[config.mk]
export PLATFORM = sky130hd
export DESIGN_NAME = fp_alu
export DESIGN_NICKNAME = d
export VERILOG_FILES = /design/src/rtl/fp_alu_pkg.sv /design/src/rtl/fp_unpack.sv /design/src/rtl/fp_add_sub.sv /design/src/rtl/fp_mul.sv /design/src/rtl/fp_pack.sv /design/src/rtl/fp_alu_ctrl.sv /design/src/rtl/fp_alu.sv
export SDC_FILE = /design/constraint.sdc
export NUM_CORES = 2
export LEC_CHECK = 0
export BUFFER_PORTS_ARGS = -buffer_cell sky130_fd_sc_hd__buf_2
export CORE_UTILIZATION = 31
export DETAILED_ROUTE_END_ITERATION = 8
export PLACE_DENSITY_LB_ADDON = 0.05
export RECOVER_POWER = 25
export SKIP_LAST_GASP = 1
export SLEW_MARGIN = 20
export SYNTH_ARGS = -nofsm -noshare
export SYNTH_HDL_FRONTEND = slang
export SYNTH_SLANG_ARGS = --single-unit
[constraint.sdc]
create_clock -name clk -period 2.55 [get_ports clk]
set_input_delay 0.1275 -clock clk [delete_from_list [all_inputs] [get_ports clk]]
set_output_delay 0.1275 -clock clk [all_outputs]
set_load 0.05 [all_outputs]
[src/rtl/fp_alu_pkg.sv]
/*
 * Shared constants and types of the floating-point ALU
 * Half values sit in the low 16 bits of a 32-bit word
 * Results are truncated, no rounding mode exists
 */
package fp_alu_pkg;

    // ========================================
    // Widths that carry a meaning
    // ========================================
    typedef logic [31:0]        fp_word_t;
    typedef logic [7:0]         exp_t;
    typedef logic signed [9:0]  exp_wide_t;
    typedef logic [23:0]        sig_t;
    typedef logic [22:0]        frac_t;

    // Format constants
    localparam exp_t     SINGLE_EXP_MAX = 8'd255;
    localparam exp_t     HALF_EXP_MAX   = 8'd31;
    localparam exp_t     SINGLE_BIAS    = 8'd127;
    localparam exp_t     HALF_BIAS      = 8'd15;
    localparam fp_word_t QNAN_SINGLE    = 32'h7FC0_0000;
    localparam fp_word_t QNAN_HALF      = 32'h0000_7E00;
    localparam int       HALF_FRAC_PAD  = 13;

    // ========================================
    // Enums and structs
    // ========================================
    typedef enum logic {FMT_HALF = 1'b0, FMT_SINGLE = 1'b1} fp_fmt_e;

    // Code 3 is reserved and runs as multiply
    typedef enum logic [1:0] {OP_ADD, OP_SUB, OP_MUL, OP_RSVD} alu_op_e;

    typedef enum logic {ST_IDLE, ST_COMPUTE} alu_state_e;

    typedef struct packed {
        logic invalid;
        logic overflow;
        logic underflow;
    } alu_flags_t;

    typedef struct packed {
        logic sign;
        exp_t exp;
        sig_t sig;
        logic is_nan;
        logic is_inf;
        logic is_zero;
        logic is_denorm;
    } fp_operand_t;

    typedef enum logic [1:0] {RAW_NUM, RAW_NAN, RAW_INF, RAW_ZERO} raw_kind_e;

    // Exponent may lie outside the format range here
    typedef struct packed {
        raw_kind_e kind;
        logic      sign;
        exp_wide_t exp;
        frac_t     frac;
    } fp_raw_t;

endpackage

[src/rtl/fp_unpack.sv]
/*
 * Splits one operand word into sign, exponent and significand
 * Half fractions are left-aligned to single width
 * Denormals get no hidden bit and keep exponent zero
 */
module fp_unpack (
    input  fp_alu_pkg::fp_word_t    word,
    input  fp_alu_pkg::fp_fmt_e     fmt,
    output fp_alu_pkg::fp_operand_t opnd
);
    import fp_alu_pkg::*;

    logic  sign;
    exp_t  exp_f;
    frac_t frac;
    exp_t  exp_all_ones;

    always_comb begin
        if (fmt == FMT_SINGLE) begin
            sign         = word[31];
            exp_f        = word[30:23];
            frac         = word[22:0];
            exp_all_ones = SINGLE_EXP_MAX;
        end else begin
            sign         = word[15];
            exp_f        = {3'b000, word[14:10]};
            frac         = {word[9:0], {HALF_FRAC_PAD{1'b0}}};
            exp_all_ones = HALF_EXP_MAX;
        end
    end

    // Classification against the format's all-ones exponent
    always_comb begin
        opnd.sign      = sign;
        opnd.exp       = exp_f;
        opnd.sig       = {(exp_f != '0), frac};
        opnd.is_nan    = (exp_f == exp_all_ones) && (frac != '0);
        opnd.is_inf    = (exp_f == exp_all_ones) && (frac == '0);
        opnd.is_zero   = (exp_f == '0) && (frac == '0);
        opnd.is_denorm = (exp_f == '0) && (frac != '0);
    end

endmodule

[src/rtl/fp_add_sub.sv]
/*
 * Floating-point add and subtract on unpacked operands
 * Three guard bits below the significand, result truncated
 * Output exponent is unbounded, range checks happen in the packer
 */
module fp_add_sub (
    input  fp_alu_pkg::fp_operand_t a,
    input  fp_alu_pkg::fp_operand_t b,
    input  logic                    subtract,
    output fp_alu_pkg::fp_raw_t     raw
);
    import fp_alu_pkg::*;

    logic        sign_b_eff;
    logic        a_ge_b;
    logic        eff_sub;
    logic        res_sign;
    exp_t        big_exp;
    exp_t        exp_diff;
    sig_t        big_sig;
    sig_t        small_sig;
    logic [27:0] big_mag;
    logic [27:0] small_mag;
    logic [27:0] sum;
    logic [27:0] norm;
    logic [4:0]  lzc;

    assign sign_b_eff = b.sign ^ subtract;
    assign eff_sub    = (a.sign != sign_b_eff);

    // ========================================
    // Alignment to the larger magnitude
    // ========================================
    assign a_ge_b    = {a.exp, a.sig} >= {b.exp, b.sig};
    assign res_sign  = a_ge_b ? a.sign : sign_b_eff;
    assign big_exp   = a_ge_b ? a.exp : b.exp;
    assign big_sig   = a_ge_b ? a.sig : b.sig;
    assign small_sig = a_ge_b ? b.sig : a.sig;
    assign exp_diff  = big_exp - (a_ge_b ? b.exp : a.exp);

    // Bit 27 catches the carry, hidden bit sits at 26
    assign big_mag   = {1'b0, big_sig, 3'b000};
    assign small_mag = {1'b0, small_sig, 3'b000} >> exp_diff;
    assign sum       = eff_sub ? (big_mag - small_mag) : (big_mag + small_mag);

    // Leading zeros of sum[26:0], highest set bit wins
    always_comb begin
        lzc = 5'd0;
        for (int i = 0; i <= 26; i++) begin
            if (sum[i]) begin
                lzc = 5'(26 - i);
            end
        end
    end

    assign norm = sum << lzc;

    // ========================================
    // Special values first, then the number
    // ========================================
    always_comb begin
        raw = '0;
        if (a.is_nan || b.is_nan || (a.is_inf && b.is_inf && eff_sub)) begin
            raw.kind = RAW_NAN;
        end else if (a.is_inf || b.is_inf) begin
            raw.kind = RAW_INF;
            raw.sign = a.is_inf ? a.sign : sign_b_eff;
        end else if (a.is_zero && b.is_zero) begin
            raw.kind = RAW_ZERO;
            raw.sign = a.sign & sign_b_eff;
        end else if (a.is_zero) begin
            raw.kind = RAW_NUM;
            raw.sign = sign_b_eff;
            raw.exp  = exp_wide_t'({2'b00, b.exp});
            raw.frac = b.sig[22:0];
        end else if (b.is_zero) begin
            raw.kind = RAW_NUM;
            raw.sign = a.sign;
            raw.exp  = exp_wide_t'({2'b00, a.exp});
            raw.frac = a.sig[22:0];
        end else if (sum == '0) begin
            // Exact cancellation keeps the sign of a
            raw.kind = RAW_ZERO;
            raw.sign = res_sign;
        end else if (sum[27]) begin
            raw.kind = RAW_NUM;
            raw.sign = res_sign;
            raw.exp  = exp_wide_t'({2'b00, big_exp}) + exp_wide_t'(1);
            raw.frac = sum[26:4];
        end else begin
            raw.kind = RAW_NUM;
            raw.sign = res_sign;
            raw.exp  = exp_wide_t'({2'b00, big_exp}) - exp_wide_t'({5'b00000, lzc});
            raw.frac = norm[25:3];
        end
    end

endmodule

[src/rtl/fp_mul.sv]
/*
 * Floating-point multiply on unpacked operands
 * Bias is removed only when both operands are normal
 * Product is truncated, normalization shifts by at most one bit
 */
module fp_mul (
    input  fp_alu_pkg::fp_operand_t a,
    input  fp_alu_pkg::fp_operand_t b,
    input  fp_alu_pkg::fp_fmt_e     fmt,
    output fp_alu_pkg::fp_raw_t     raw
);
    import fp_alu_pkg::*;

    logic        res_sign;
    logic [47:0] prod;
    exp_t        bias;
    exp_wide_t   exp_sum;

    assign res_sign = a.sign ^ b.sign;
    assign prod     = a.sig * b.sig;
    assign bias     = (fmt == FMT_SINGLE) ? SINGLE_BIAS : HALF_BIAS;

    always_comb begin
        exp_sum = exp_wide_t'({2'b00, a.exp}) + exp_wide_t'({2'b00, b.exp});
        if (!a.is_denorm && !b.is_denorm) begin
            exp_sum = exp_sum - exp_wide_t'({2'b00, bias});
        end
    end

    always_comb begin
        raw      = '0;
        raw.sign = res_sign;
        if (a.is_nan || b.is_nan || (a.is_zero && b.is_inf) || (a.is_inf && b.is_zero)) begin
            raw.kind = RAW_NAN;
        end else if (a.is_inf || b.is_inf) begin
            raw.kind = RAW_INF;
        end else if (a.is_zero || b.is_zero) begin
            raw.kind = RAW_ZERO;
        end else if (prod[47]) begin
            // Product in [2, 4)
            raw.kind = RAW_NUM;
            raw.exp  = exp_sum + exp_wide_t'(1);
            raw.frac = prod[46:24];
        end else begin
            raw.kind = RAW_NUM;
            raw.exp  = exp_sum;
            raw.frac = prod[45:23];
        end
    end

endmodule

[src/rtl/fp_pack.sv]
/*
 * Encodes a raw result into the selected format
 * Out-of-range exponents saturate to infinity or zero with a flag
 * Half results are zero-extended to 32 bits
 */
module fp_pack (
    input  fp_alu_pkg::fp_raw_t    raw,
    input  fp_alu_pkg::fp_fmt_e    fmt,
    output fp_alu_pkg::fp_word_t   word,
    output fp_alu_pkg::alu_flags_t flags
);
    import fp_alu_pkg::*;

    exp_t      exp_max;
    exp_wide_t res_exp;

    function automatic fp_word_t encode(logic sign, exp_t e, frac_t f, fp_fmt_e form);
        if (form == FMT_SINGLE) begin
            return {sign, e, f};
        end
        return {16'h0000, sign, e[4:0], f[22:HALF_FRAC_PAD]};
    endfunction

    assign exp_max = (fmt == FMT_SINGLE) ? SINGLE_EXP_MAX : HALF_EXP_MAX;
    assign res_exp = raw.exp;

    always_comb begin
        flags = '0;
        case (raw.kind)
            RAW_NAN: begin
                word          = (fmt == FMT_SINGLE) ? QNAN_SINGLE : QNAN_HALF;
                flags.invalid = 1'b1;
            end
            RAW_INF:  word = encode(raw.sign, exp_max, '0, fmt);
            RAW_ZERO: word = encode(raw.sign, '0, '0, fmt);
            default: begin
                if (res_exp >= exp_wide_t'({2'b00, exp_max})) begin
                    word           = encode(raw.sign, exp_max, '0, fmt);
                    flags.overflow = 1'b1;
                end else if (res_exp <= exp_wide_t'(0)) begin
                    word            = encode(raw.sign, '0, '0, fmt);
                    flags.underflow = 1'b1;
                end else begin
                    word = encode(raw.sign, res_exp[7:0], raw.frac, fmt);
                end
            end
        endcase
    end

endmodule

[src/rtl/fp_alu_ctrl.sv]
/*
 * Start/valid control of the ALU
 * One operation in flight, start is ignored outside idle
 * Result and flags hold until the next operation completes
 */
module fp_alu_ctrl (
    input  logic                   clk,
    input  logic                   rst,
    input  logic                   start,
    input  fp_alu_pkg::alu_op_e    op,
    input  fp_alu_pkg::fp_raw_t    raw_sum,
    input  fp_alu_pkg::fp_raw_t    raw_prod,
    output fp_alu_pkg::fp_raw_t    raw_sel,
    input  fp_alu_pkg::fp_word_t   pack_word,
    input  fp_alu_pkg::alu_flags_t pack_flags,
    output fp_alu_pkg::fp_word_t   result,
    output fp_alu_pkg::alu_flags_t flags,
    output logic                   valid_out
);
    import fp_alu_pkg::*;

    alu_state_e state;
    alu_state_e next_state;

    // Reserved opcode falls through to the product
    assign raw_sel = (op == OP_ADD || op == OP_SUB) ? raw_sum : raw_prod;

    // ========================================
    // FSM
    // ========================================
    always_ff @(posedge clk or posedge rst) begin
        if (rst) begin
            state <= ST_IDLE;
        end else begin
            state <= next_state;
        end
    end

    always_comb begin
        case (state)
            ST_IDLE:    next_state = start ? ST_COMPUTE : ST_IDLE;
            ST_COMPUTE: next_state = ST_IDLE;
            default:    next_state = ST_IDLE;
        endcase
    end

    // Outputs load as the FSM leaves compute
    always_ff @(posedge clk or posedge rst) begin
        if (rst) begin
            result    <= '0;
            flags     <= '0;
            valid_out <= 1'b0;
        end else if (state == ST_COMPUTE) begin
            result    <= pack_word;
            flags     <= pack_flags;
            valid_out <= 1'b1;
        end else begin
            valid_out <= 1'b0;
        end
    end

endmodule

[src/rtl/fp_alu.sv]
/*
 * Floating-point ALU, single or half precision
 * Operands must stay stable from start until valid_out
 */
module fp_alu (
    input  logic                   clk,
    input  logic                   rst,
    input  logic                   start,
    input  fp_alu_pkg::fp_word_t   op_a,
    input  fp_alu_pkg::fp_word_t   op_b,
    input  fp_alu_pkg::alu_op_e    op,
    input  fp_alu_pkg::fp_fmt_e    fmt,
    output fp_alu_pkg::fp_word_t   result,
    output logic                   valid_out,
    output fp_alu_pkg::alu_flags_t flags
);
    import fp_alu_pkg::*;

    fp_operand_t opnd_a;
    fp_operand_t opnd_b;
    fp_raw_t     raw_sum;
    fp_raw_t     raw_prod;
    fp_raw_t     raw_sel;
    fp_word_t    pack_word;
    alu_flags_t  pack_flags;

    fp_unpack u_unpack_a (.word(op_a), .fmt(fmt), .opnd(opnd_a));
    fp_unpack u_unpack_b (.word(op_b), .fmt(fmt), .opnd(opnd_b));

    // Low opcode bit picks subtract
    fp_add_sub u_add_sub (.a(opnd_a), .b(opnd_b), .subtract(op[0]), .raw(raw_sum));

    fp_mul u_mul (.a(opnd_a), .b(opnd_b), .fmt(fmt), .raw(raw_prod));

    fp_pack u_pack (.raw(raw_sel), .fmt(fmt), .word(pack_word), .flags(pack_flags));

    fp_alu_ctrl u_ctrl (
        .clk        (clk),
        .rst        (rst),
        .start      (start),
        .op         (op),
        .raw_sum    (raw_sum),
        .raw_prod   (raw_prod),
        .raw_sel    (raw_sel),
        .pack_word  (pack_word),
        .pack_flags (pack_flags),
        .result     (result),
        .flags      (flags),
        .valid_out  (valid_out)
    );

endmodule

==> summary.md <==
| Metric | Value |
|---|---|
| Status | finished with violations |
| Failing checks | negative setup slack |
| CP Capture Type | register |
| Starting Density | 31.4% |
| First-pass GRT wire length | 244 mm |
| Ys async rst share | 100% |
| P_leak | 22.3 nW |
| Reg2reg setup slack | 920 ps |
| Power Density | 1510 nW/um^2 |
| Setup TNS | -294540 ps |
| Die Wd | 327 um |
| Hold crit path type | input pin to register |
| Initial antenna violation count | 11 |
| Detailed-route DRC error count | 0 |
| Max H-tree Level | 2 |
| Fin Clk Skew | 6.92 ps |
| RR Endpoint | u_ctrl.result[13] |
| Depth of the most critical reg-to-reg path | 5 |
| Largest net degree at the start of global routing | 44 |
| Hold endpoint | u_ctrl.state |
| Layout Area Growth over Synthesis | 37.5% |
| Crit path required time | 2760 ps |
| PortBufs | 105 |
| Via count | 36000 |
| Syn nets | 5116 |
| Final hold violations | 0 |
| Worst skew pair latency | 280 ps |
| Post-Layout Cell Count | 6692 |
| Vias per std cell | 5.37 |
| Die area | 107000 sq um |
| Post-synth top cells | inv_1 (638), nand2_1 (605), fa_1 (484) |
| GRT overflow | 0 |
| Critical path class | input pin to register |
| Routed WL per cell | 24.9 um |
| Max_cap viols | 0 |
| Data arrival, critical path | 11720 ps |
| Slew @ Worst Pin | 940 ps |
| # diodes | 0 |
| CTS tree | done |
| RR Startpoint | u_ctrl.state |
| Yosys cell types | 112 |
| Count of state elements after synthesis | 37 |
| Worst slew margin | 37.4% |
| CTS root buf | clkbuf_16 |
| Synthesized area per cell | 7.68 sq um |
| # rows | 118 |
| Mapped Cells | 4262 |
| Cell repeated most along the worst path | buf_4 |
| DRT Pass-1 Iters | 6 |
| HP Start | start |
| Die span in y | 327 um |
| Max Transition Viols Final | 0 |
| Crit-path slowest cell | or4_1 |
| Final setup fails | 35 |
| Fin nets | 6166 |
| Worst Path Max Fanout | 6 |
| Top-count cell post-synth | inv_1 |
| Clock Tree Buf Depth | 2 |
| Post-route ant nets | 0 |
| Tcrit/Tclk final | 451% |
| Post-route minimum period | 11510 ps |
| Synthesized cell area | 32700 sq um |
| Vias in the first global route | 35600 |
| Routed wire length | 166 mm |
| Setup ws final | -8960 ps |
| Synth area leader | fa_1 |
| Placed insts | 6608 |
| Crit-path max cell delay | 550 ps |
| Top-area cell type share of the netlist area | 29.6% |
| Total GRT Usage | 30.6% |
| Worst hold stages | 2 |
| Top FF cell, synth | dfrtp_1 |
| Seq/Total Area, Yosys | 2.83% |
| DP Wirelength | 141 mm |
| Core ar. | 104000 sq um |
| Ys Warns | 0 |
| Routability congestion estimate | 0.988 |
| Synth area leaders | fa_1 (30%), ha_1 (11%), inv_1 (7.3%), nand2_1 (6.9%), a21oi_1 (3.4%) |
| Clk sinks | 37 |
| Reg clk slew, reported paths | 60 ps |
| RSZ-0062 raised after global routing | yes |
| Post-synth EDFFs | 0 |
| Peak VDD IR | 2600 uV |
| Layout cells sized above 1 | 30.7% |
| IO Pins | 106 |
| Fmax | 0.0869 GHz |
| Initial DRC Count | 3053 |
| Num CTS Buffers | 5 |
| Critical path launch point type | input pin |
[state kept, by name, indices dropped and copies added, names as in the netlist]
register,cells
u_ctrl.result,32
u_ctrl.valid_out,1
u_ctrl.flags,3
u_ctrl.state,1
[kinds of logic after synthesis]
family                   share of synthesized area (%)
AND/OR/NAND/NOR                                   20.7
buffers and inverters                             10.6
AO/OA/AOI/OAI                                     19.0
adder cells (fa/ha/maj)                           41.1
multiplexers                                      3.84
XOR/XNOR                                          1.90
flip-flops                                        2.83
[metal layers]
layer	up-vias	wire, um	global-route usage, %
met1	18100	76600	44.6
met3	176	10600	2.42
met4	2	4620	6.79
met2	1275	74500	49.2
li1	16400	-	-
met5	-	45	0
[critical path: cells and delay by family]
kind	cells	cell delay [ps]
fa+ha+maj	5	1570
compound gates	21	3990
mux	3	570
buf+inv	14	1730
xor+xnor	1	140
simple gates	19	3520
[cell type report]
type	instances	area (sq um)
multi-input cells	3315	29800
fillers	10900	59100
inverters	646	2440
repair buffers	1307	9950
flip-flops and latches	37	926
well taps	1380	1730
clock buffers	7	143
[cells in the final DEF (no fill, tap or decap), types with 21 or more instances in the layout]
cell type	instances
buf_4	1156
inv_1	629
nand2_1	596
fa_1	483
ha_1	284
nor2_1	262
a21oi_1	206
and3_1	167
o21ai_0	136
buf_2	104
nand3_1	69
nor3_1	67
mux2i_1	51
a21o_1	47
xnor2_1	45
and2_1	42
dfrtp_1	37
a211oi_1	35
a31oi_1	33
o211ai_1	33
nand4_1	28
o21ai_1	26
o21a_1	26
nor2b_1	25
nand2b_1	25
a221oi_1	23
mux2_2	22
o31ai_1	21
[power by group]
group / switching, W / leakage, nW / internal (W)
registers: 0.000127 / 0.470 / 0.000784
clock network: 0.000241 / 0.0700 / 0.000384
logic: 0.0354 / 21.8 / 0.0308
total: 0.0358 / 22.3 / 0.0320
[metrics by stage]
step                      power (W)  setup slack, ps  hold WS (ps)  util, %  area, sq um
after floorplan              0.0330            -9280           265        -        33400
after global placement       0.0658            -9800           268     41.3        43000
after detailed placement     0.0653           -10070           264     41.3        43000
after CTS                    0.0670            -8900          68.4     42.1        43900
after global routing         0.0739            -9510          76.6     43.2        45000
final                        0.0678            -8960          71.1     43.2        45000
[worst max-delay path by stage]
| stage | start | endpoint | slack, ps | cells past startpoint |
|---|---|---|---|---|
| floorplan | fmt | u_ctrl.result[1] | -9280 | 67 |
| global placement | fmt | u_ctrl.result[8] | -9800 | 65 |
| detailed placement | fmt | u_ctrl.result[8] | -10070 | 65 |
| CTS | fmt | u_ctrl.result[14] | -8900 | 71 |
| global route | fmt | u_ctrl.result[11] | -9510 | 66 |
| finish | fmt | u_ctrl.result[11] | -8960 | 63 |
[timing repair]
action	CTS	global route
hold endpoints to repair	37	0
hold buffers	1	0
resized for setup	99	171
pin swaps	36	95
cloned	2	3
buffers inserted	31	43
endpoints found under the setup margin	35	35
Note: power is estimated with default switching activity, not from simulation.
